--- config.mk ---
export PLATFORM = sky130hd
export DESIGN_NAME = scope_top
export DESIGN_NICKNAME = d
export VERILOG_FILES = /design/src/source/scope_pkg.sv /design/src/source/scope_top.sv /design/src/source/scope_acq.sv /design/src/source/scope_edge.sv /design/src/source/scope_decimator.sv /design/src/source/scope_regs.sv
export SDC_FILE = /design/constraint.sdc
export NUM_CORES = 1
export LEC_CHECK = 0
export ABC_AREA = 1
export BUFFER_PORTS_ARGS = -buffer_cell sky130_fd_sc_hd__buf_2
export CAP_MARGIN = 20
export CORE_MARGIN = 2
export CORE_UTILIZATION = 46
export DETAILED_ROUTE_END_ITERATION = 7
export PLACE_DENSITY = 0.62
export SYNTH_ARGS = -nofsm -noshare
export SYNTH_HDL_FRONTEND = slang
export SYNTH_SLANG_ARGS = --single-unit
--- constraint.sdc ---
create_clock -name bus -period 6.98 [get_ports bus]
set_input_delay 0.349 -clock bus [delete_from_list [all_inputs] [get_ports bus]]
set_output_delay 0.349 -clock bus [all_outputs]
set_load 0.02 [all_outputs]
--- src/source/scope_pkg.sv ---
/*
 * scope channel package
 * sample, counter and bus types, register map and acquisition states
 */
package scope_pkg;

  //////////////////////////////////////////////////
  // data types
  //////////////////////////////////////////////////

  typedef logic signed [14-1:0] sample_t;    // raw adc sample
  typedef logic        [17-1:0] dec_t;       // decimation factor
  typedef logic        [ 4-1:0] shr_t;       // right shift after averaging
  typedef logic signed [31-1:0] acc_t;       // sample + factor width, no overflow
  typedef logic        [32-1:0] cnt_t;       // pre/post trigger counters

  typedef logic        [ 7-1:0] reg_addr_t;  // axi4-lite byte address
  typedef logic        [32-1:0] reg_data_t;  // axi4-lite data word

  //////////////////////////////////////////////////
  // register map
  //////////////////////////////////////////////////

  localparam reg_addr_t REG_CTL     = 7'h00;  // wo: rst, trg, start, stop
  localparam reg_addr_t REG_STS     = 7'h04;  // ro: acquiring, triggered
  localparam reg_addr_t REG_PRE     = 7'h10;
  localparam reg_addr_t REG_PST     = 7'h14;
  localparam reg_addr_t REG_STS_PRE = 7'h18;  // ro
  localparam reg_addr_t REG_STS_PST = 7'h1C;  // ro
  localparam reg_addr_t REG_LVL     = 7'h50;
  localparam reg_addr_t REG_HST     = 7'h54;
  localparam reg_addr_t REG_EDG     = 7'h58;  // 0 pos, 1 neg
  localparam reg_addr_t REG_AVG     = 7'h60;
  localparam reg_addr_t REG_DEC     = 7'h64;
  localparam reg_addr_t REG_SHR     = 7'h68;

  // axi response codes
  localparam logic [1:0] RESP_OKAY   = 2'b00;
  localparam logic [1:0] RESP_SLVERR = 2'b10;

  //////////////////////////////////////////////////
  // acquisition fsm
  //////////////////////////////////////////////////

  typedef enum logic [1:0] {
    ACQ_IDLE,   // waiting for start
    ACQ_PRE,    // collecting pre-trigger samples
    ACQ_ARMED,  // trigger accepted here
    ACQ_POST    // collecting post-trigger samples
  } acq_state_t;

endpackage : scope_pkg
--- src/source/scope_top.sv ---
/*
 * scope channel top
 * register block, decimator, edge detector and acquisition controller
 */
`timescale 1ns/1ps

module scope_top import scope_pkg::*; (
  input  logic       bus,
  input  logic       rst_n,
  // axi4-lite slave
  input  reg_addr_t  s_awaddr,
  input  logic       s_awvalid,
  output logic       s_awready,
  input  reg_data_t  s_wdata,
  input  logic [3:0] s_wstrb,
  input  logic       s_wvalid,
  output logic       s_wready,
  output logic [1:0] s_bresp,
  output logic       s_bvalid,
  input  logic       s_bready,
  input  reg_addr_t  s_araddr,
  input  logic       s_arvalid,
  output logic       s_arready,
  output reg_data_t  s_rdata,
  output logic [1:0] s_rresp,
  output logic       s_rvalid,
  input  logic       s_rready,
  // adc stream, never stalled
  input  logic       adc_valid,
  input  sample_t    adc_data,
  // output stream
  output logic       sto_valid,
  output sample_t    sto_data,
  output logic       sto_last,
  // triggers and interrupts
  output logic       trg_out,
  output logic       irq_trg,
  output logic       irq_stp
);

  //////////////////////////////////////////////////
  // internal wires
  //////////////////////////////////////////////////

  logic    ctl_rst, ctl_trg, ctl_acq, ctl_stp;
  cnt_t    cfg_pre, cfg_pst;
  sample_t cfg_lvl, cfg_hst;
  logic    cfg_edg, cfg_avg;
  dec_t    cfg_dec;
  shr_t    cfg_shr;
  logic    sts_acq, sts_trg;
  cnt_t    sts_pre, sts_pst;
  logic    dec_valid;
  sample_t dec_data;

  scope_regs regs_i (
    .bus, .rst_n,
    .s_awaddr, .s_awvalid, .s_awready, .s_wdata, .s_wstrb, .s_wvalid, .s_wready,
    .s_bresp, .s_bvalid, .s_bready,
    .s_araddr, .s_arvalid, .s_arready, .s_rdata, .s_rresp, .s_rvalid, .s_rready,
    .sts_acq, .sts_trg, .sts_pre, .sts_pst,
    .ctl_rst, .ctl_trg, .ctl_acq, .ctl_stp,
    .cfg_pre, .cfg_pst, .cfg_lvl, .cfg_hst, .cfg_edg,
    .cfg_avg, .cfg_dec, .cfg_shr
  );

  scope_decimator dec_i (
    .bus, .rst_n, .ctl_rst,
    .cfg_avg, .cfg_dec, .cfg_shr,
    .adc_valid, .adc_data,
    .dec_valid, .dec_data
  );

  // edge detector watches raw samples
  scope_edge edge_i (
    .bus, .rst_n, .ctl_rst,
    .cfg_lvl, .cfg_hst, .cfg_edg,
    .adc_valid, .adc_data,
    .edge_trg (trg_out)
  );

  scope_acq acq_i (
    .bus, .rst_n,
    .ctl_rst, .ctl_acq, .ctl_stp, .ctl_trg,
    .edge_trg (trg_out),
    .cfg_pre, .cfg_pst,
    .dec_valid, .dec_data,
    .sto_valid, .sto_data, .sto_last,
    .irq_trg, .irq_stp,
    .sts_acq, .sts_trg, .sts_pre, .sts_pst
  );

endmodule : scope_top

--- src/source/scope_acq.sv ---
/*
 * scope acquisition controller
 * pre/post trigger fsm, gates decimated stream and raises interrupts
 */
`timescale 1ns/1ps

module scope_acq import scope_pkg::*; (
  input  logic    bus,
  input  logic    rst_n,
  input  logic    ctl_rst,
  input  logic    ctl_acq,    // start
  input  logic    ctl_stp,    // stop
  input  logic    ctl_trg,    // software trigger
  input  logic    edge_trg,   // edge detector trigger
  input  cnt_t    cfg_pre,
  input  cnt_t    cfg_pst,
  input  logic    dec_valid,
  input  sample_t dec_data,
  output logic    sto_valid,
  output sample_t sto_data,
  output logic    sto_last,
  output logic    irq_trg,
  output logic    irq_stp,
  output logic    sts_acq,
  output logic    sts_trg,
  output cnt_t    sts_pre,
  output cnt_t    sts_pst
);

  acq_state_t state;
  logic trg_in;    // any trigger this cycle
  logic trg_pend;  // trigger waiting for next sample
  cnt_t pre_nxt;
  cnt_t pst_nxt;

  assign trg_in  = edge_trg || ctl_trg;
  assign pre_nxt = sts_pre + cnt_t'(1);
  assign pst_nxt = sts_pst + cnt_t'(1);
  assign sts_acq = (state != ACQ_IDLE);

  //////////////////////////////////////////////////
  // acquisition fsm
  //////////////////////////////////////////////////

  always_ff @(posedge bus) begin
    if (!rst_n) begin
      state     <= ACQ_IDLE;
      trg_pend  <= 1'b0;
      sts_trg   <= 1'b0;
      sts_pre   <= '0;
      sts_pst   <= '0;
      sto_valid <= 1'b0;
      sto_last  <= 1'b0;
      irq_trg   <= 1'b0;
      irq_stp   <= 1'b0;
    end else begin
      sto_valid <= 1'b0;
      sto_last  <= 1'b0;
      irq_trg   <= 1'b0;
      irq_stp   <= 1'b0;
      if (ctl_rst) begin
        state    <= ACQ_IDLE;  // abort, no interrupt
        trg_pend <= 1'b0;
        sts_trg  <= 1'b0;
      end else if (ctl_stp && state != ACQ_IDLE) begin
        state     <= ACQ_IDLE;
        trg_pend  <= 1'b0;
        sto_valid <= dec_valid;  // sample in flight closes the stream
        sto_last  <= dec_valid;
        irq_stp   <= 1'b1;
      end else begin
        if (state != ACQ_IDLE) sto_valid <= dec_valid;
        case (state)
          ACQ_IDLE: if (ctl_acq) begin
            state    <= ACQ_PRE;
            sts_pre  <= '0;
            sts_pst  <= '0;
            sts_trg  <= 1'b0;
            trg_pend <= 1'b0;
          end
          ACQ_PRE: begin
            // triggers ignored here
            if (dec_valid) begin
              sts_pre <= pre_nxt;
              if (pre_nxt >= cfg_pre) state <= ACQ_ARMED;
            end else if (sts_pre >= cfg_pre) begin
              state <= ACQ_ARMED;  // zero pre count
            end
          end
          ACQ_ARMED: begin
            if (dec_valid) begin
              sts_pre <= pre_nxt;
              if (trg_in || trg_pend) begin
                state    <= ACQ_POST;
                trg_pend <= 1'b0;
                sts_trg  <= 1'b1;
                irq_trg  <= 1'b1;
              end
            end else if (trg_in) begin
              trg_pend <= 1'b1;  // hold until next sample
            end
          end
          ACQ_POST: if (dec_valid) begin
            sts_pst <= pst_nxt;
            if (pst_nxt >= cfg_pst) begin
              state    <= ACQ_IDLE;
              sto_last <= 1'b1;
              irq_stp  <= 1'b1;
            end
          end
          default: state <= ACQ_IDLE;
        endcase
      end
    end
  end

  // stream payload
  always_ff @(posedge bus) begin
    if (dec_valid) sto_data <= dec_data;
  end

  // output sample comes from a cycle spent acquiring
  a_sto_gate: assert property (@(posedge bus) disable iff (!rst_n)
    sto_valid |-> $past(state) != ACQ_IDLE);

endmodule : scope_acq

--- src/source/scope_edge.sv ---
/*
 * scope edge detector
 * schmitt trigger on raw samples, level plus hysteresis, edge select
 */
`timescale 1ns/1ps

module scope_edge import scope_pkg::*; (
  input  logic    bus,
  input  logic    rst_n,
  input  logic    ctl_rst,
  input  sample_t cfg_lvl,    // trigger level
  input  sample_t cfg_hst,    // hysteresis
  input  logic    cfg_edg,    // 0 pos, 1 neg
  input  logic    adc_valid,
  input  sample_t adc_data,
  output logic    edge_trg
);

  // one extra bit so level +/- hysteresis cannot wrap
  logic signed [$bits(sample_t):0] lvl_x;
  logic signed [$bits(sample_t):0] smp_x;
  logic signed [$bits(sample_t):0] thr_lo;  // arm point, pos edge
  logic signed [$bits(sample_t):0] thr_hi;  // arm point, neg edge
  logic armed;
  logic do_arm;
  logic do_fire;

  assign lvl_x  = cfg_lvl;   // sign extended
  assign smp_x  = adc_data;
  assign thr_lo = lvl_x - cfg_hst;
  assign thr_hi = lvl_x + cfg_hst;

  always_comb begin
    if (!cfg_edg) begin
      do_arm  = smp_x < thr_lo;            // well below level
      do_fire = armed && (smp_x >= lvl_x); // crossed upward
    end else begin
      do_arm  = smp_x > thr_hi;            // mirror for falling
      do_fire = armed && (smp_x <= lvl_x);
    end
  end

  always_ff @(posedge bus) begin
    if (!rst_n || ctl_rst) begin
      armed    <= 1'b0;
      edge_trg <= 1'b0;
    end else begin
      edge_trg <= adc_valid && do_fire;
      if (adc_valid) begin
        if (do_fire) armed <= 1'b0;       // disarm after firing
        else if (do_arm) armed <= 1'b1;
      end
    end
  end

  // re-arm takes at least one more sample
  a_trg_pulse: assert property (@(posedge bus) disable iff (!rst_n)
    edge_trg |=> !edge_trg);

endmodule : scope_edge

--- src/source/scope_decimator.sv ---
/*
 * scope decimator
 * keeps one sample per group, or the shifted group sum when averaging
 */
`timescale 1ns/1ps

module scope_decimator import scope_pkg::*; (
  input  logic    bus,
  input  logic    rst_n,
  input  logic    ctl_rst,    // restart group
  input  logic    cfg_avg,    // averaging enable
  input  dec_t    cfg_dec,    // group size, 0 and 1 bypass
  input  shr_t    cfg_shr,    // sum shift right
  input  logic    adc_valid,
  input  sample_t adc_data,
  output logic    dec_valid,
  output sample_t dec_data
);

  dec_t cnt;      // samples so far in group
  acc_t acc;      // running group sum
  acc_t acc_sum;  // sum including current sample
  logic grp_end;  // current sample closes the group

  assign acc_sum = acc + acc_t'(adc_data);  // sign extended add
  // >= so a factor lowered mid group still closes it
  assign grp_end = (cfg_dec <= dec_t'(1)) || (cnt >= cfg_dec - dec_t'(1));

  //////////////////////////////////////////////////
  // group counter and accumulator
  //////////////////////////////////////////////////

  always_ff @(posedge bus) begin
    if (!rst_n || ctl_rst) begin
      cnt       <= '0;
      acc       <= '0;
      dec_valid <= 1'b0;
    end else begin
      dec_valid <= adc_valid && grp_end;
      if (adc_valid) begin
        if (grp_end) begin
          cnt <= '0;  // next sample starts a fresh group
          acc <= '0;
        end else begin
          cnt <= cnt + dec_t'(1);
          acc <= acc_sum;
        end
      end
    end
  end

  // output sample, last of group or shifted sum truncated to sample width
  always_ff @(posedge bus) begin
    if (adc_valid && grp_end) begin
      dec_data <= cfg_avg ? sample_t'(acc_sum >>> cfg_shr) : adc_data;
    end
  end

endmodule : scope_decimator

--- src/source/scope_regs.sv ---
/*
 * scope register block
 * axi4-lite slave with configuration, control pulses and status readback
 */
`timescale 1ns/1ps

module scope_regs import scope_pkg::*; (
  input  logic      bus,
  input  logic      rst_n,
  // axi4-lite slave
  input  reg_addr_t s_awaddr,
  input  logic      s_awvalid,
  output logic      s_awready,
  input  reg_data_t s_wdata,
  input  logic [3:0] s_wstrb,
  input  logic      s_wvalid,
  output logic      s_wready,
  output logic [1:0] s_bresp,
  output logic      s_bvalid,
  input  logic      s_bready,
  input  reg_addr_t s_araddr,
  input  logic      s_arvalid,
  output logic      s_arready,
  output reg_data_t s_rdata,
  output logic [1:0] s_rresp,
  output logic      s_rvalid,
  input  logic      s_rready,
  // status from acquisition
  input  logic      sts_acq,
  input  logic      sts_trg,
  input  cnt_t      sts_pre,
  input  cnt_t      sts_pst,
  // control pulses
  output logic      ctl_rst,
  output logic      ctl_trg,
  output logic      ctl_acq,
  output logic      ctl_stp,
  // configuration
  output cnt_t      cfg_pre,
  output cnt_t      cfg_pst,
  output sample_t   cfg_lvl,
  output sample_t   cfg_hst,
  output logic      cfg_edg,
  output logic      cfg_avg,
  output dec_t      cfg_dec,
  output shr_t      cfg_shr
);

  logic      wr_hs;    // aw and w accepted this cycle
  logic      rd_hs;    // ar accepted this cycle
  reg_data_t rd_data;  // read mux
  logic [1:0] rd_resp;

  // byte lane merge of new write data into old register value
  function automatic reg_data_t strb_merge(reg_data_t old_v, reg_data_t new_v,
                                           logic [3:0] strb);
    reg_data_t res;
    for (int i = 0; i < 4; i++) begin
      res[8*i +: 8] = strb[i] ? new_v[8*i +: 8] : old_v[8*i +: 8];
    end
    return res;
  endfunction

  assign wr_hs = s_awvalid && s_awready && s_wvalid && s_wready;
  assign rd_hs = s_arvalid && s_arready;

  //////////////////////////////////////////////////
  // write channel
  //////////////////////////////////////////////////

  always_ff @(posedge bus) begin
    if (!rst_n) begin
      s_awready <= 1'b0;
      s_wready  <= 1'b0;
      s_bvalid  <= 1'b0;
      {ctl_rst, ctl_trg, ctl_acq, ctl_stp} <= '0;
      cfg_pre <= '0;
      cfg_pst <= '0;
      cfg_lvl <= '0;
      cfg_hst <= '0;
      cfg_edg <= 1'b0;
      cfg_avg <= 1'b0;
      cfg_dec <= '0;
      cfg_shr <= '0;
    end else begin
      // single cycle ready, only with both channels valid and no pending b
      s_awready <= s_awvalid && s_wvalid && !s_bvalid && !s_awready;
      s_wready  <= s_awvalid && s_wvalid && !s_bvalid && !s_awready;
      {ctl_rst, ctl_trg, ctl_acq, ctl_stp} <= '0;  // pulses by default
      if (s_bvalid && s_bready) s_bvalid <= 1'b0;
      if (wr_hs) begin
        s_bvalid <= 1'b1;
        s_bresp  <= RESP_OKAY;
        case (s_awaddr)
          REG_CTL: if (s_wstrb[0]) begin
            ctl_rst <= s_wdata[0];
            ctl_trg <= s_wdata[1];
            ctl_acq <= s_wdata[2];
            ctl_stp <= s_wdata[3];
          end
          REG_PRE: cfg_pre <= strb_merge(cfg_pre, s_wdata, s_wstrb);
          REG_PST: cfg_pst <= strb_merge(cfg_pst, s_wdata, s_wstrb);
          REG_LVL: cfg_lvl <= sample_t'(strb_merge(reg_data_t'(cfg_lvl), s_wdata, s_wstrb));
          REG_HST: cfg_hst <= sample_t'(strb_merge(reg_data_t'(cfg_hst), s_wdata, s_wstrb));
          REG_EDG: if (s_wstrb[0]) cfg_edg <= s_wdata[0];
          REG_AVG: if (s_wstrb[0]) cfg_avg <= s_wdata[0];
          REG_DEC: cfg_dec <= dec_t'(strb_merge(reg_data_t'(cfg_dec), s_wdata, s_wstrb));
          REG_SHR: if (s_wstrb[0]) cfg_shr <= s_wdata[3:0];
          default: s_bresp <= RESP_SLVERR;  // read-only or unmapped
        endcase
      end
    end
  end

  //////////////////////////////////////////////////
  // read channel
  //////////////////////////////////////////////////

  always_comb begin
    rd_resp = RESP_OKAY;
    case (s_araddr)
      REG_CTL:     rd_data = '0;  // write only, reads as zero
      REG_STS:     rd_data = {30'd0, sts_trg, sts_acq};
      REG_PRE:     rd_data = cfg_pre;
      REG_PST:     rd_data = cfg_pst;
      REG_STS_PRE: rd_data = sts_pre;
      REG_STS_PST: rd_data = sts_pst;
      REG_LVL:     rd_data = reg_data_t'(cfg_lvl);  // sign extended
      REG_HST:     rd_data = reg_data_t'(cfg_hst);
      REG_EDG:     rd_data = {31'd0, cfg_edg};
      REG_AVG:     rd_data = {31'd0, cfg_avg};
      REG_DEC:     rd_data = reg_data_t'(cfg_dec);
      REG_SHR:     rd_data = reg_data_t'(cfg_shr);
      default: begin
        rd_data = '0;
        rd_resp = RESP_SLVERR;
      end
    endcase
  end

  always_ff @(posedge bus) begin
    if (!rst_n) begin
      s_arready <= 1'b0;
      s_rvalid  <= 1'b0;
    end else begin
      s_arready <= s_arvalid && !s_rvalid && !s_arready;
      if (s_rvalid && s_rready) s_rvalid <= 1'b0;
      if (rd_hs) s_rvalid <= 1'b1;
    end
  end

  // response payload, held while rvalid waits
  always_ff @(posedge bus) begin
    if (rd_hs) begin
      s_rdata <= rd_data;
      s_rresp <= rd_resp;
    end
  end

  // write response must wait for the master
  a_bvalid_hold: assert property (@(posedge bus) disable iff (!rst_n)
    s_bvalid && !s_bready |=> s_bvalid);

endmodule : scope_regs

==> results of run 1 <==
[logic make-up after synthesis]
group,synth area share (%)
AO/OA/AOI/OAI,15.9
AND/OR/NAND/NOR,27.3
flip-flops,30.7
other,0.0171
adder cells (fa/ha/maj),12.9
buffers and inverters,8.84
XOR/XNOR,4.34
[synthesized netlist by cell type, types with 42 or more instances]
master | number | area [sq um]
a21oi_1 | 313 | 1570
inv_1 | 399 | 1500
nand4_1 | 42 | 263
ha_1 | 221 | 2770
nor2_1 | 229 | 860
o21ai_0 | 163 | 816
edfxtp_1 | 62 | 1860
xor2_1 | 87 | 762
dfxtp_1 | 244 | 4880
nand2_1 | 754 | 2830
clkbuf_1 | 72 | 270
nand3_1 | 214 | 1070
[cells in the final DEF, fill, tap and decap left out, types with 9 or more instances in the layout]
master / synthesis / layout
a21oi_1: 313 / 313
a221oi_1: 34 / 34
a31oi_1: 11 / 9
buf_2: 10 / 128
buf_4: 4 / 17
clkbuf_1: 72 / 9
clkbuf_16: 0 / 37
dfxtp_1: 244 / 244
edfxtp_1: 62 / 62
ha_1: 221 / 221
inv_1: 399 / 398
inv_2: 9 / 10
nand2_1: 754 / 754
nand3_1: 214 / 214
nand4_1: 42 / 42
nor2_1: 229 / 228
nor2_2: 8 / 9
nor2_4: 9 / 9
nor3_1: 39 / 38
nor4_1: 15 / 15
o211ai_1: 12 / 12
o21ai_0: 163 / 163
o221ai_1: 21 / 21
o22ai_1: 19 / 19
xnor2_1: 20 / 20
xor2_1: 87 / 87
[per-layer routing]
layer / up-vias / part of all wire (%) / GRT usage [%]
li1: 10600 / - / -
met1: 10100 / 47 / 43.9
met2: 918 / 42 / 46.0
met3: 123 / 8.2 / 4.07
met4: 0 / 2.6 / 8.85
met5: - / 0 / 0
[final cells by class]
cell class | count | area, sq um
Inverter | 415 | 1560
Clock buffer | 52 | 1040
Clock inverter | 15 | 186
Multi-Input combinational cell | 2313 | 13300
Timing Repair Buffer | 148 | 803
Fill cell | 4772 | 23000
Tap cell | 615 | 769
Sequential cell | 306 | 6750
[registers in the layout, summed over array words and instances, names as in the netlist, 17 cells and up]
register	count
acq_i.sts_pre	32
acq_i.sts_pst	32
regs_i.cfg_pre	32
regs_i.cfg_pst	32
regs_i.s_rdata	32
dec_i.acc	29
dec_i.cnt	17
regs_i.cfg_dec	17
[critical path, cell delays in order (launching register included)]
cell     delay [ns]
dfxtp_1        0.47
inv_1          0.09
ha_1           0.35
inv_1          0.16
a21o_1         0.13
a31oi_1        0.07
o21ai_0        0.30
nand2_1        0.10
nand2_1        0.06
o21ai_0        0.13
o21ai_0        0.29
nand2_1        0.08
a22oi_1        0.25
ha_1           0.33
nand2_1        0.08
inv_1          0.05
nand3_1        0.09
inv_1          0.07
a21oi_1        0.19
a21oi_1        0.09
o21ai_0        0.41
a21oi_1        0.12
nor2_1         0.12
[through the flow]
| stage | util (%) | cells | worst slack [ns] | instance area, sq um | power, uW |
|---|---|---|---|---|---|
| 6_report | 51.4 | 3864 | 2.88 | 24400 | 4280 |
| 5_1_grt | 51.4 | 3864 | 2.53 | 24400 | 4410 |
| 2_1_floorplan | - | 3126 | 3.81 | 21900 | 2130 |
| 3_5_place_dp | 48.8 | 3794 | 2.93 | 23100 | 2310 |
| 3_3_place_gp | 48.8 | 3794 | 2.92 | 23100 | 2310 |
| 4_1_cts | 51.4 | 3863 | 2.91 | 24400 | 4300 |
[repair_timing]
item | 4_1_cts | 5_1_grt
endpoints found under the setup margin | 0 | 0
hold buffers | 2 | 0
endpoints found under the hold margin | 2 | 0
[power by group through the flow]
stage	Sequential [uW]	Clock, uW	Combinational [uW]
4_1_cts	1840	2030	438
2_1_floorplan	1880	0	250
5_1_grt	1840	2090	487
3_3_place_gp	1880	0	431
6_report	1840	2000	445
3_5_place_dp	1880	0	435
[worst max path at each step]
stage / endpoint
6_report: edge_i.armed
3_3_place_gp: edge_i.armed
5_1_grt: edge_i.armed
4_1_cts: edge_i.armed
3_5_place_dp: edge_i.armed
2_1_floorplan: acq_i.state[0]
==> summary.txt, run 1 <==
STA
  • Hold_ws: 0.0295 ns
  • Post-layout minimum cycle time: 4.10 ns
  • Max Clk Rate: 0.244 GHz
  • Slew @ Worst Pin: 1.02 ns
  • Hold Vio Cnt, Final: 0
  • Final Setup Violations: 0
  • Period Utilization, post-route: 58.7%
  • TNS Setup: 0 ns
  • Clock Skews: 0.0332 ns
  • Slew margin rel.: 31.9%
  • Max Slew Vio Count: 0
  • Unrepaired setup endpoints after global routing: no

GRT
  • First-pass GRT wire length: 117 mm
  • GRT overflow: 0
  • Number of global-route vias before repair: 20500
  • Initial antenna violation count: 0
  • Gr usage total: 30.0%
  • Pin count of the biggest net entering global routing: 70

Synthesis
  • Post-Syn Area: 21900 sq um
  • Synth Area per Inst: 7.02 sq um
  • Distinct cells, synth: 65
  • Async SR Flop Fraction: 0%
  • Synth Warn #: 0
  • Seq/Total Area, Yosys: 30.7%
  • Ys flop type: dfxtp_1
  • Synth Instances: 3125
  • #FFs+latches synth: 306
  • Number of flops mapped to enable cells by yosys: 62

Route
  • DRT Pass-1 Iters: 6
  • DR vias/cell: 5.65
  • Remaining antenna violation count: 0
  • Routed WL per cell: 19.6 um
  • Drc violations: 0
  • Initial DRC count: 2027
  • Routed WL: 75.6 mm
  • Routed via count: 21800

Die
  • Die X: 222 um
  • Core ar.: 47400 sq um
  • Rows: 80
  • Starting Density: 46.3%
  • Die area: 49500 sq um
  • I/O pin cnt: 132
  • Die height: 222 um

Clocking
  • Clock sink total: 306
  • CTS HTree Levels: 2
  • CTS buffer count: 37
  • Clock root buffer: clkbuf_16
  • Clock Path Buffers: 3
  • Skew-Pair Late Insertion Delay: 0.58 ns
  • Post-CTS Setup Bufs: 0
  • Post-CTS sizing: 0
  • CTS tree: yes
  • Clk slew on worst S/H paths: 0.06 ns

Cells and area
  • Area grow syn2layout: 11.2%
  • Nets@finish: 3517
  • Antenna cells: 0
  • Share of cells above drive strength 1: 8.49%

Critical path
  • Critical path class: reg2reg
  • Worst setup SP type: flip-flop
  • FF-to-FF setup slack: 2.88 ns
  • Worst path arrival time: 4.58 ns
  • Worst-path maximum fanout: 5
  • Crit. Startpoint: regs_i.cfg_hst[3]
  • Worst endpoint required time: 7.46 ns
  • R2R cell count: 22
  • Worst R2R End: edge_i.armed
  • Start of the worst register-to-register path: regs_i.cfg_hst[3]
  • Critical Path Sink Type: flip-flop

Worst hold path
  • Worst hold start: s_rready
  • Hold endpoint: regs_i.s_rvalid
  • Worst hold-check path type: in2reg
  • Hold Path Depth: 4

Place
  • Post-DP HPWL: 58.0 mm
  • IO Port Bufs: 129
  • GPL Wtd Cong: 0.938

Pwr
  • Pwr/cell area: 175 nW/um^2
  • Max VDD drop: 0.144 mV
  • Net Switching: 1180 uW
  • Seq pwr share: 42.9%
  • Clock power share: 46.7%
  • Internal: 3110 uW
  • Switching part of the total power: 27.5%
  • Comb pwr share: 10.4%
  • Leak pwr: 0.0110 uW

Job
  • Max-Cap Viols: 0

Run status
  • Status: completed
Power figures use the tool's default switching activity.
==> run 2, diff against run 1 <==
ABC_AREA = 0   (was 1)
clock period = 3.8 ns   (was 6.98 ns; I/O delays follow)
==> run 2 against run 1 <==
Compared with the run above: flip-flop and latch count unchanged; power up 79%; clock power up 87%; via count down 12%; core utilization up 3.7 points; synthesized cell count down 22%; first-iteration DRC count down 21%; combinational power up 26%; fmax up 8.2%; critical endpoint unchanged; largest power group unchanged.
==> summary.txt, run 2 <==
Run status
  • Status: completed

Die
  • Starting Density: 46.5%
  • Core ar.: 46400 sq um
  • Die height: 220 um
  • Die X: 220 um
  • I/O pin cnt: 132
  • Rows: 79
  • Die area: 48600 sq um

Pwr
  • Max VDD drop: 0.311 mV
  • Pwr/cell area: 299 nW/um^2
  • Tot Pwr: 7650 uW
  • Leak pwr: 0.0107 uW

Critical path
  • Worst endpoint required time: 4.25 ns
  • Critical path class: reg2reg
  • Crit-path cells: ha_4 > fa_2 > nand2b_1 > a21oi_2 > o21ai_1 > a21oi_1 > o21ai_1 > a21oi_2 > o31ai_4 > a21oi_2 > a2111oi_2 > a21oi_1 > ha_1 > nand4_1 > nor2_1 > nor2_1 > o31a_1 > mux2i_1 > o21ai_1 > o211a_1 > o211a_1
  • Buf+Inv Stages, Crit Path: 0
  • Worst path arrival time: 4.24 ns
  • Worst setup SP type: flip-flop
  • Max stage delay on crit path: 0.37 ns
  • CP top delay family: compound AO/OA/AOI/OAI gates
  • Slowest library cell on the worst path: a2111oi_2
  • Worst-path maximum fanout: 3
  • Critical Path Sink Type: flip-flop

STA
  • Post-layout minimum cycle time: 3.79 ns
  • Slew @ Worst Pin: 0.971 ns
  • Max Clk Rate: 0.264 GHz
  • Unrepaired setup endpoints after global routing: yes
  • Final Setup Violations: 0
  • Period Utilization, post-route: 99.7%
  • TNS Setup: 0 ns
  • Slew margin rel.: 35.1%
  • Hold Vio Cnt, Final: 0
  • Clock Skews: 0.0150 ns
  • Max Slew Vio Count: 0

Worst hold path
  • Worst hold-check path type: in2reg

Route
  • Initial DRC count: 1593
  • Routed WL: 69.2 mm
  • Drc violations: 0
  • Remaining antenna violation count: 0
  • DR vias/cell: 5.80
  • Routed WL per cell: 21.0 um
  • DRT Pass-1 Iters: 6
  • Routed via count: 19100

GRT
  • Gr usage total: 28.1%
  • Met3 GRT Util: 6.46%
  • GRT met1 Usage: 39.0%
  • GR Layer Usage met2: 42.4%
  • Pin count of the biggest net entering global routing: 100
  • Number of global-route vias before repair: 18800
  • First-pass GRT wire length: 106 mm
  • Initial antenna violation count: 3
  • GRT overflow: 0
  • GR peak layer: met2

Cells and area
  • Fill count: 4212
  • Area grow syn2layout: 18.5%
  • Nets@finish: 2958
  • Most common cell after layout, fill and taps aside: dfxtp_1
  • Share of cells above drive strength 1: 16.4%
  • Antenna cells: 0
  • Register area: 6750 sq um
  • Non-filler cells, final: 3299
  • Finished Core Util: 55.1%
  • Multi-input logic area: 14200 sq um
  • Most frequent cells in the layout: dfxtp_1 (241), ha_1 (219), nor2b_1 (190)

Synthesis
  • #FFs+latches synth: 306
  • Synth Instances: 2431
  • Largest area contributor in the netlist: dfxtp_1
  • Post-Syn Area: 21600 sq um
  • Synth Warn #: 0
  • Ys flop type: dfxtp_1
  • Synth Area in Compound Gates: 17.1%
  • Most numerous cell in the Yosys netlist: dfxtp_1
  • Post-synthesis adder-cell area fraction: 13.1%
  • Seq/Total Area, Yosys: 31.3%
  • Distinct cells, synth: 87
  • Synth Area per Inst: 8.87 sq um
  • Mux contribution to synthesized area: 9.74%
  • Simple-gate share of the synthesized area: 18.7%
  • Async SR Flop Fraction: 0%
  • Synth top area cells: dfxtp_1 (23%), ha_1 (13%), edfxtp_1 (8.6%)
  • Largest family of logic cells by synthesized area: simple AND/OR/NAND/NOR gates
  • Top post-synthesis cells by count: dfxtp_1 (244), ha_1 (221), nor2b_1 (191), mux2i_1 (179), nor2_1 (173)
  • Xor/xnor share of the synthesized area: 5.61%
  • Synth top area share: 22.7%
  • Number of flops mapped to enable cells by yosys: 62

Clocking
  • Clk slew on worst S/H paths: 0.06 ns
  • Clock root buffer: clkbuf_16
  • Clock Path Buffers: 3
  • CTS HTree Levels: 2
  • CTS tree: yes
  • Skew-Pair Late Insertion Delay: 0.56 ns
  • Clock sink total: 306
  • CTS buffer count: 38

Place
  • GPL Wtd Cong: 0.898
  • Cells after DPL: 3186
  • Post-DP HPWL: 51.6 mm
  • IO Port Bufs: 129

Job
  • Max-Cap Viols: 0
-- run 2: power by group --
part           internal (uW)  leakage, uW  switching [uW]
clock                   2200     0.000605            1530
combinational            221      0.00754             339
sequential              3340      0.00257            12.1
total                   5760       0.0107            1880
-- run 2: area by class of cell --
class / count / area share [%]
Multi-Input combinational cell: 1874 / 55.5
Clock buffer: 55 / 4.38
Timing Repair Buffer: 303 / 8.13
Clock inverter: 15 / 0.607
Tap cell: 607 / 2.97
Sequential cell: 306 / 26.4
Inverter: 139 / 2.04
-- run 2: routing by layer --
| metal | wire length [um] | vias to the layer above | part of all wire, % |
|---|---|---|---|
| met3 | 5400 | 129 | 7.8 |
| li1 | - | 9230 | - |
| met5 | 41 | - | 0.059 |
| met1 | 31800 | 9111 | 46 |
| met4 | 2380 | 6 | 3.4 |
| met2 | 29500 | 655 | 43 |
-- run 2: stage by stage --
stage	area, sq um	hold slack [ns]	setup slack, ns
floorplan	21600	0.301	0.0232
global placement	23600	0.390	-0.172
detailed placement	23600	0.405	-0.307
CTS	25300	0.000562	0.00836
global route	25600	0.0178	-0.211
finish	25600	0.0248	0.0125
-- run 2: logic make-up after synthesis --
family,Yosys count
AND/OR/NAND/NOR,781
AO/OA/AOI/OAI,532
XOR/XNOR,138
other,1
multiplexers,197
adder cells (fa/ha/maj),224
flip-flops,306
buffers and inverters,252
-- run 2: worst reg2reg max path: cells and delay by family (launching register included) --
family                   cells  cell delay (ns)
AO/OA/AOI/OAI               13             1.94
adder cells (fa/ha/maj)      3             0.81
AND/OR/NAND/NOR              4             0.40
flip-flops                   1             0.34
multiplexers                 1             0.20
-- run 2: worst paths after layout --
path                            cells after the start            endpoint  slack [ns]               from
worst min-delay path                                3  regs_i.cfg_pre[13]        0.02        s_wdata[13]
worst min register to register                      0   acq_i.sto_data[5]        0.42  dec_i.dec_data[5]
worst max-delay path                               21        edge_i.armed        0.01  regs_i.cfg_lvl[0]
worst max register to register                     21        edge_i.armed        0.01  regs_i.cfg_lvl[0]
-- run 2: timing repair --
action	CTS	global route
endpoints found under the setup margin	17	74
pin swaps	7	21
gates cloned	0	1
setup buffers	1	8
hold buffers	32	0
endpoints found under the hold margin	52	0
gates resized for setup	26	44
==> run 3, diff against run 2 <==
SLEW_MARGIN = 10   (was unset)
SYNTH_HIERARCHICAL = 1   (was unset)
==> run 3 against run 2 <==
Compared with the run above: first-iteration DRC count increased by 52%; core utilization shrank 2.3 points; fmax increased by 2.4%; non-clock buffer count decreased by 43; sequential power is 1% higher; via count up 14%; register-to-register slack improved by 0.09 ns; largest cell class unchanged; largest power group unchanged.
==> summary.txt, run 3 <==
STA
  • Clock Skews: 0.0434 ns
  • Hold Vio Cnt, Final: 0
  • Period Utilization, post-route: 97.4%
  • Max Clk Rate: 0.270 GHz
  • Slew margin rel.: 21.9%
  • Final Setup Violations: 0
  • Slew @ Worst Pin: 1.17 ns
  • Post-layout minimum cycle time: 3.70 ns
  • TNS Setup: 0 ns
  • Max Slew Vio Count: 0
  • Hold_ws: 0.0271 ns

Critical path
  • R2R cell count: 14
  • Critical Path Sink Type: flip-flop
  • Worst-path maximum fanout: 4
  • Worst setup path end: acq_i/state[0]
  • Worst endpoint required time: 4.26 ns
  • Max stage delay on crit path: 0.45 ns
  • Start of the worst register-to-register path: acq_i/sts_pst[1]
  • Crit. Startpoint: acq_i/sts_pst[1]
  • FF-to-FF setup slack: 0.10 ns
  • Slowest library cell on the worst path: o21ai_0
  • Worst R2R End: acq_i/state[0]
  • Worst setup SP type: flip-flop
  • Crit-path cells: ha_1 > nand2_1 > nor3_4 > nand4_1 > buf_4 > nor2_1 > xor2_1 > ha_1 > nand2_1 > o21ai_0 > a221oi_2 > o2111a_2 > a2111oi_4 > mux2i_1
  • Critical path class: reg2reg
  • Worst path arrival time: 4.16 ns

Synthesis
  • Post-Syn Area: 22500 sq um
  • Seq/Total Area, Yosys: 29.9%
  • Synth top area cells: dfxtp_1 (22%), ha_1 (12%), edfxtp_1 (8.3%)
  • Ys flop type: dfxtp_1
  • Most numerous cell in the Yosys netlist: nand2_1
  • Synth top area share: 21.7%
  • Number of flops mapped to enable cells by yosys: 62
  • Distinct cells, synth: 120
  • Largest area contributor in the netlist: dfxtp_1
  • #FFs+latches synth: 306
  • Synth Warn #: 6
  • Top post-synthesis cells by count: nand2_1 (261), dfxtp_1 (244), nand3_1 (225), ha_1 (221), nor2_1 (190)
  • Synth Area per Inst: 8.30 sq um
  • Async SR Flop Fraction: 0%
  • Synth Instances: 2714

Clocking
  • CTS buffer count: 36
  • Skew-Pair Late Insertion Delay: 0.57 ns
  • CTS tree: yes
  • Clock Path Buffers: 3
  • Clk slew on worst S/H paths: 0.06 ns
  • Clock root buffer: clkbuf_16
  • CTS HTree Levels: 2
  • Clock sink total: 306

Place
  • IO Port Bufs: 129
  • Post-DP HPWL: 60.4 mm
  • GPL Wtd Cong: 0.962

Worst hold path
  • Worst hold-check path type: in2reg

Cells and area
  • Fill count: 4537
  • Most frequent cells in the layout: nand2_1 (261), dfxtp_1 (240), nand3_1 (225)
  • Area grow syn2layout: 14.1%
  • Nets@finish: 3159
  • Finished Core Util: 52.9%
  • Share of cells above drive strength 1: 14.1%
  • Most common cell after layout, fill and taps aside: nand2_1
  • Antenna cells: 0

Run status
  • Status: completed

Die
  • Starting Density: 46.3%
  • Core ar.: 48600 sq um
  • Die area: 50800 sq um
  • Rows: 81
  • Die height: 225 um
  • I/O pin cnt: 132
  • Die X: 225 um

Route
  • Routed via count: 21700
  • Routed WL per cell: 22.3 um
  • Initial DRC count: 2425
  • DRT Pass-1 Iters: 5
  • Drc violations: 0
  • DR vias/cell: 6.20
  • Routed WL: 78.4 mm
  • Remaining antenna violation count: 0

Pwr
  • Leak pwr: 0.0104 uW
  • Pwr/cell area: 326 nW/um^2
  • Tot Pwr: 8380 uW
  • Max VDD drop: 0.327 mV

GRT
  • First-pass GRT wire length: 119 mm
  • Number of global-route vias before repair: 20200
  • Gr usage total: 30.5%
  • GRT overflow: 0
  • Initial antenna violation count: 0
  • Pin count of the biggest net entering global routing: 84

Job
  • Max-Cap Viols: 0
## run 3: final cells by class
class | count | area [sq um] | area share (%)
clock buffer | 53 | 1080 | 4.19
multi-input combinational | 2112 | 14700 | 57.1
sequential | 306 | 6750 | 26.3
tap | 622 | 778 | 3.03
timing repair buffer | 260 | 1720 | 6.68
inverter | 147 | 556 | 2.16
clock inverter | 10 | 145 | 0.564
## run 3: worst max-delay path, delay by kind of cell (launching register included)
family          cells  cell delay [ns]
flops               1             0.39
compound gates      4             1.13
xor+xnor            1             0.14
fa+ha+maj           2             0.51
buf+inv             1             0.23
mux                 1             0.22
simple gates        5             0.95
## run 3: how the worst min path moves through the flow
stage / from / endpoint / slack (ns) / depth (start not counted)
2_1_floorplan: s_arvalid / regs_i/s_arready / 0.31 / 2
3_3_place_gp: dec_i/dec_data[2] / acq_i/sto_data[2] / 0.41 / 0
3_5_place_dp: dec_i/dec_data[13] / acq_i/sto_data[13] / 0.41 / 0
4_1_cts: s_wdata[14] / regs_i/cfg_pre[14] / 0.004 / 3
5_1_grt: s_wdata[14] / regs_i/cfg_dec[14] / 0.04 / 3
6_report: s_wdata[10] / regs_i/cfg_hst[10] / 0.03 / 3
## run 3: repair_timing
action                                 in CTS  in global routing
pin swaps                                   0                  5
setup endpoints to repair                   1                 65
endpoints found under the hold margin      42                  0
hold buffers                               28                  0
buffers inserted                            0                  3
resized for setup                           1                 26
## run 3: where the power goes
group	internal, uW	switching (uW)
registers	3350	32.6
logic	453	962
clock network	2120	1460
## run 3: metal layers
metal  global-route usage (%)  part of all wire, %
met1                     45.3                   47
met3                     7.94                  9.6
met2                     42.7                   40
met5                    0.978                0.082
met4                     9.19                  2.7
## run 3: per-stage QoR
| stage | instance area [sq um] | cells | worst slack (ns) |
|---|---|---|---|
| detailed placement | 24100 | 3415 | 0.0464 |
| finish | 25700 | 3510 | 0.100 |
| CTS | 25600 | 3506 | 0.0198 |
| global route | 25700 | 3510 | -0.0696 |
| global placement | 24100 | 3415 | 0.106 |
| floorplan | 22500 | 2715 | 0.323 |
## run 3: cell families (layout without fill, tap and decap cells)
kind of cell               after synthesis  after routing  share of synthesized area [%]
and+or+nand+nor                        988            988                           22.5
AOI/OAI and AO/OA                      706            706                           20.3
DFF                                    306            306                           29.9
buffers and inverters                  297            470                           5.32
adders and majority gates              224            224                           12.5
xor gates and xnor gates               137            137                           5.36
muxes                                   55             55                           4.06
other                                    1              2                         0.0166
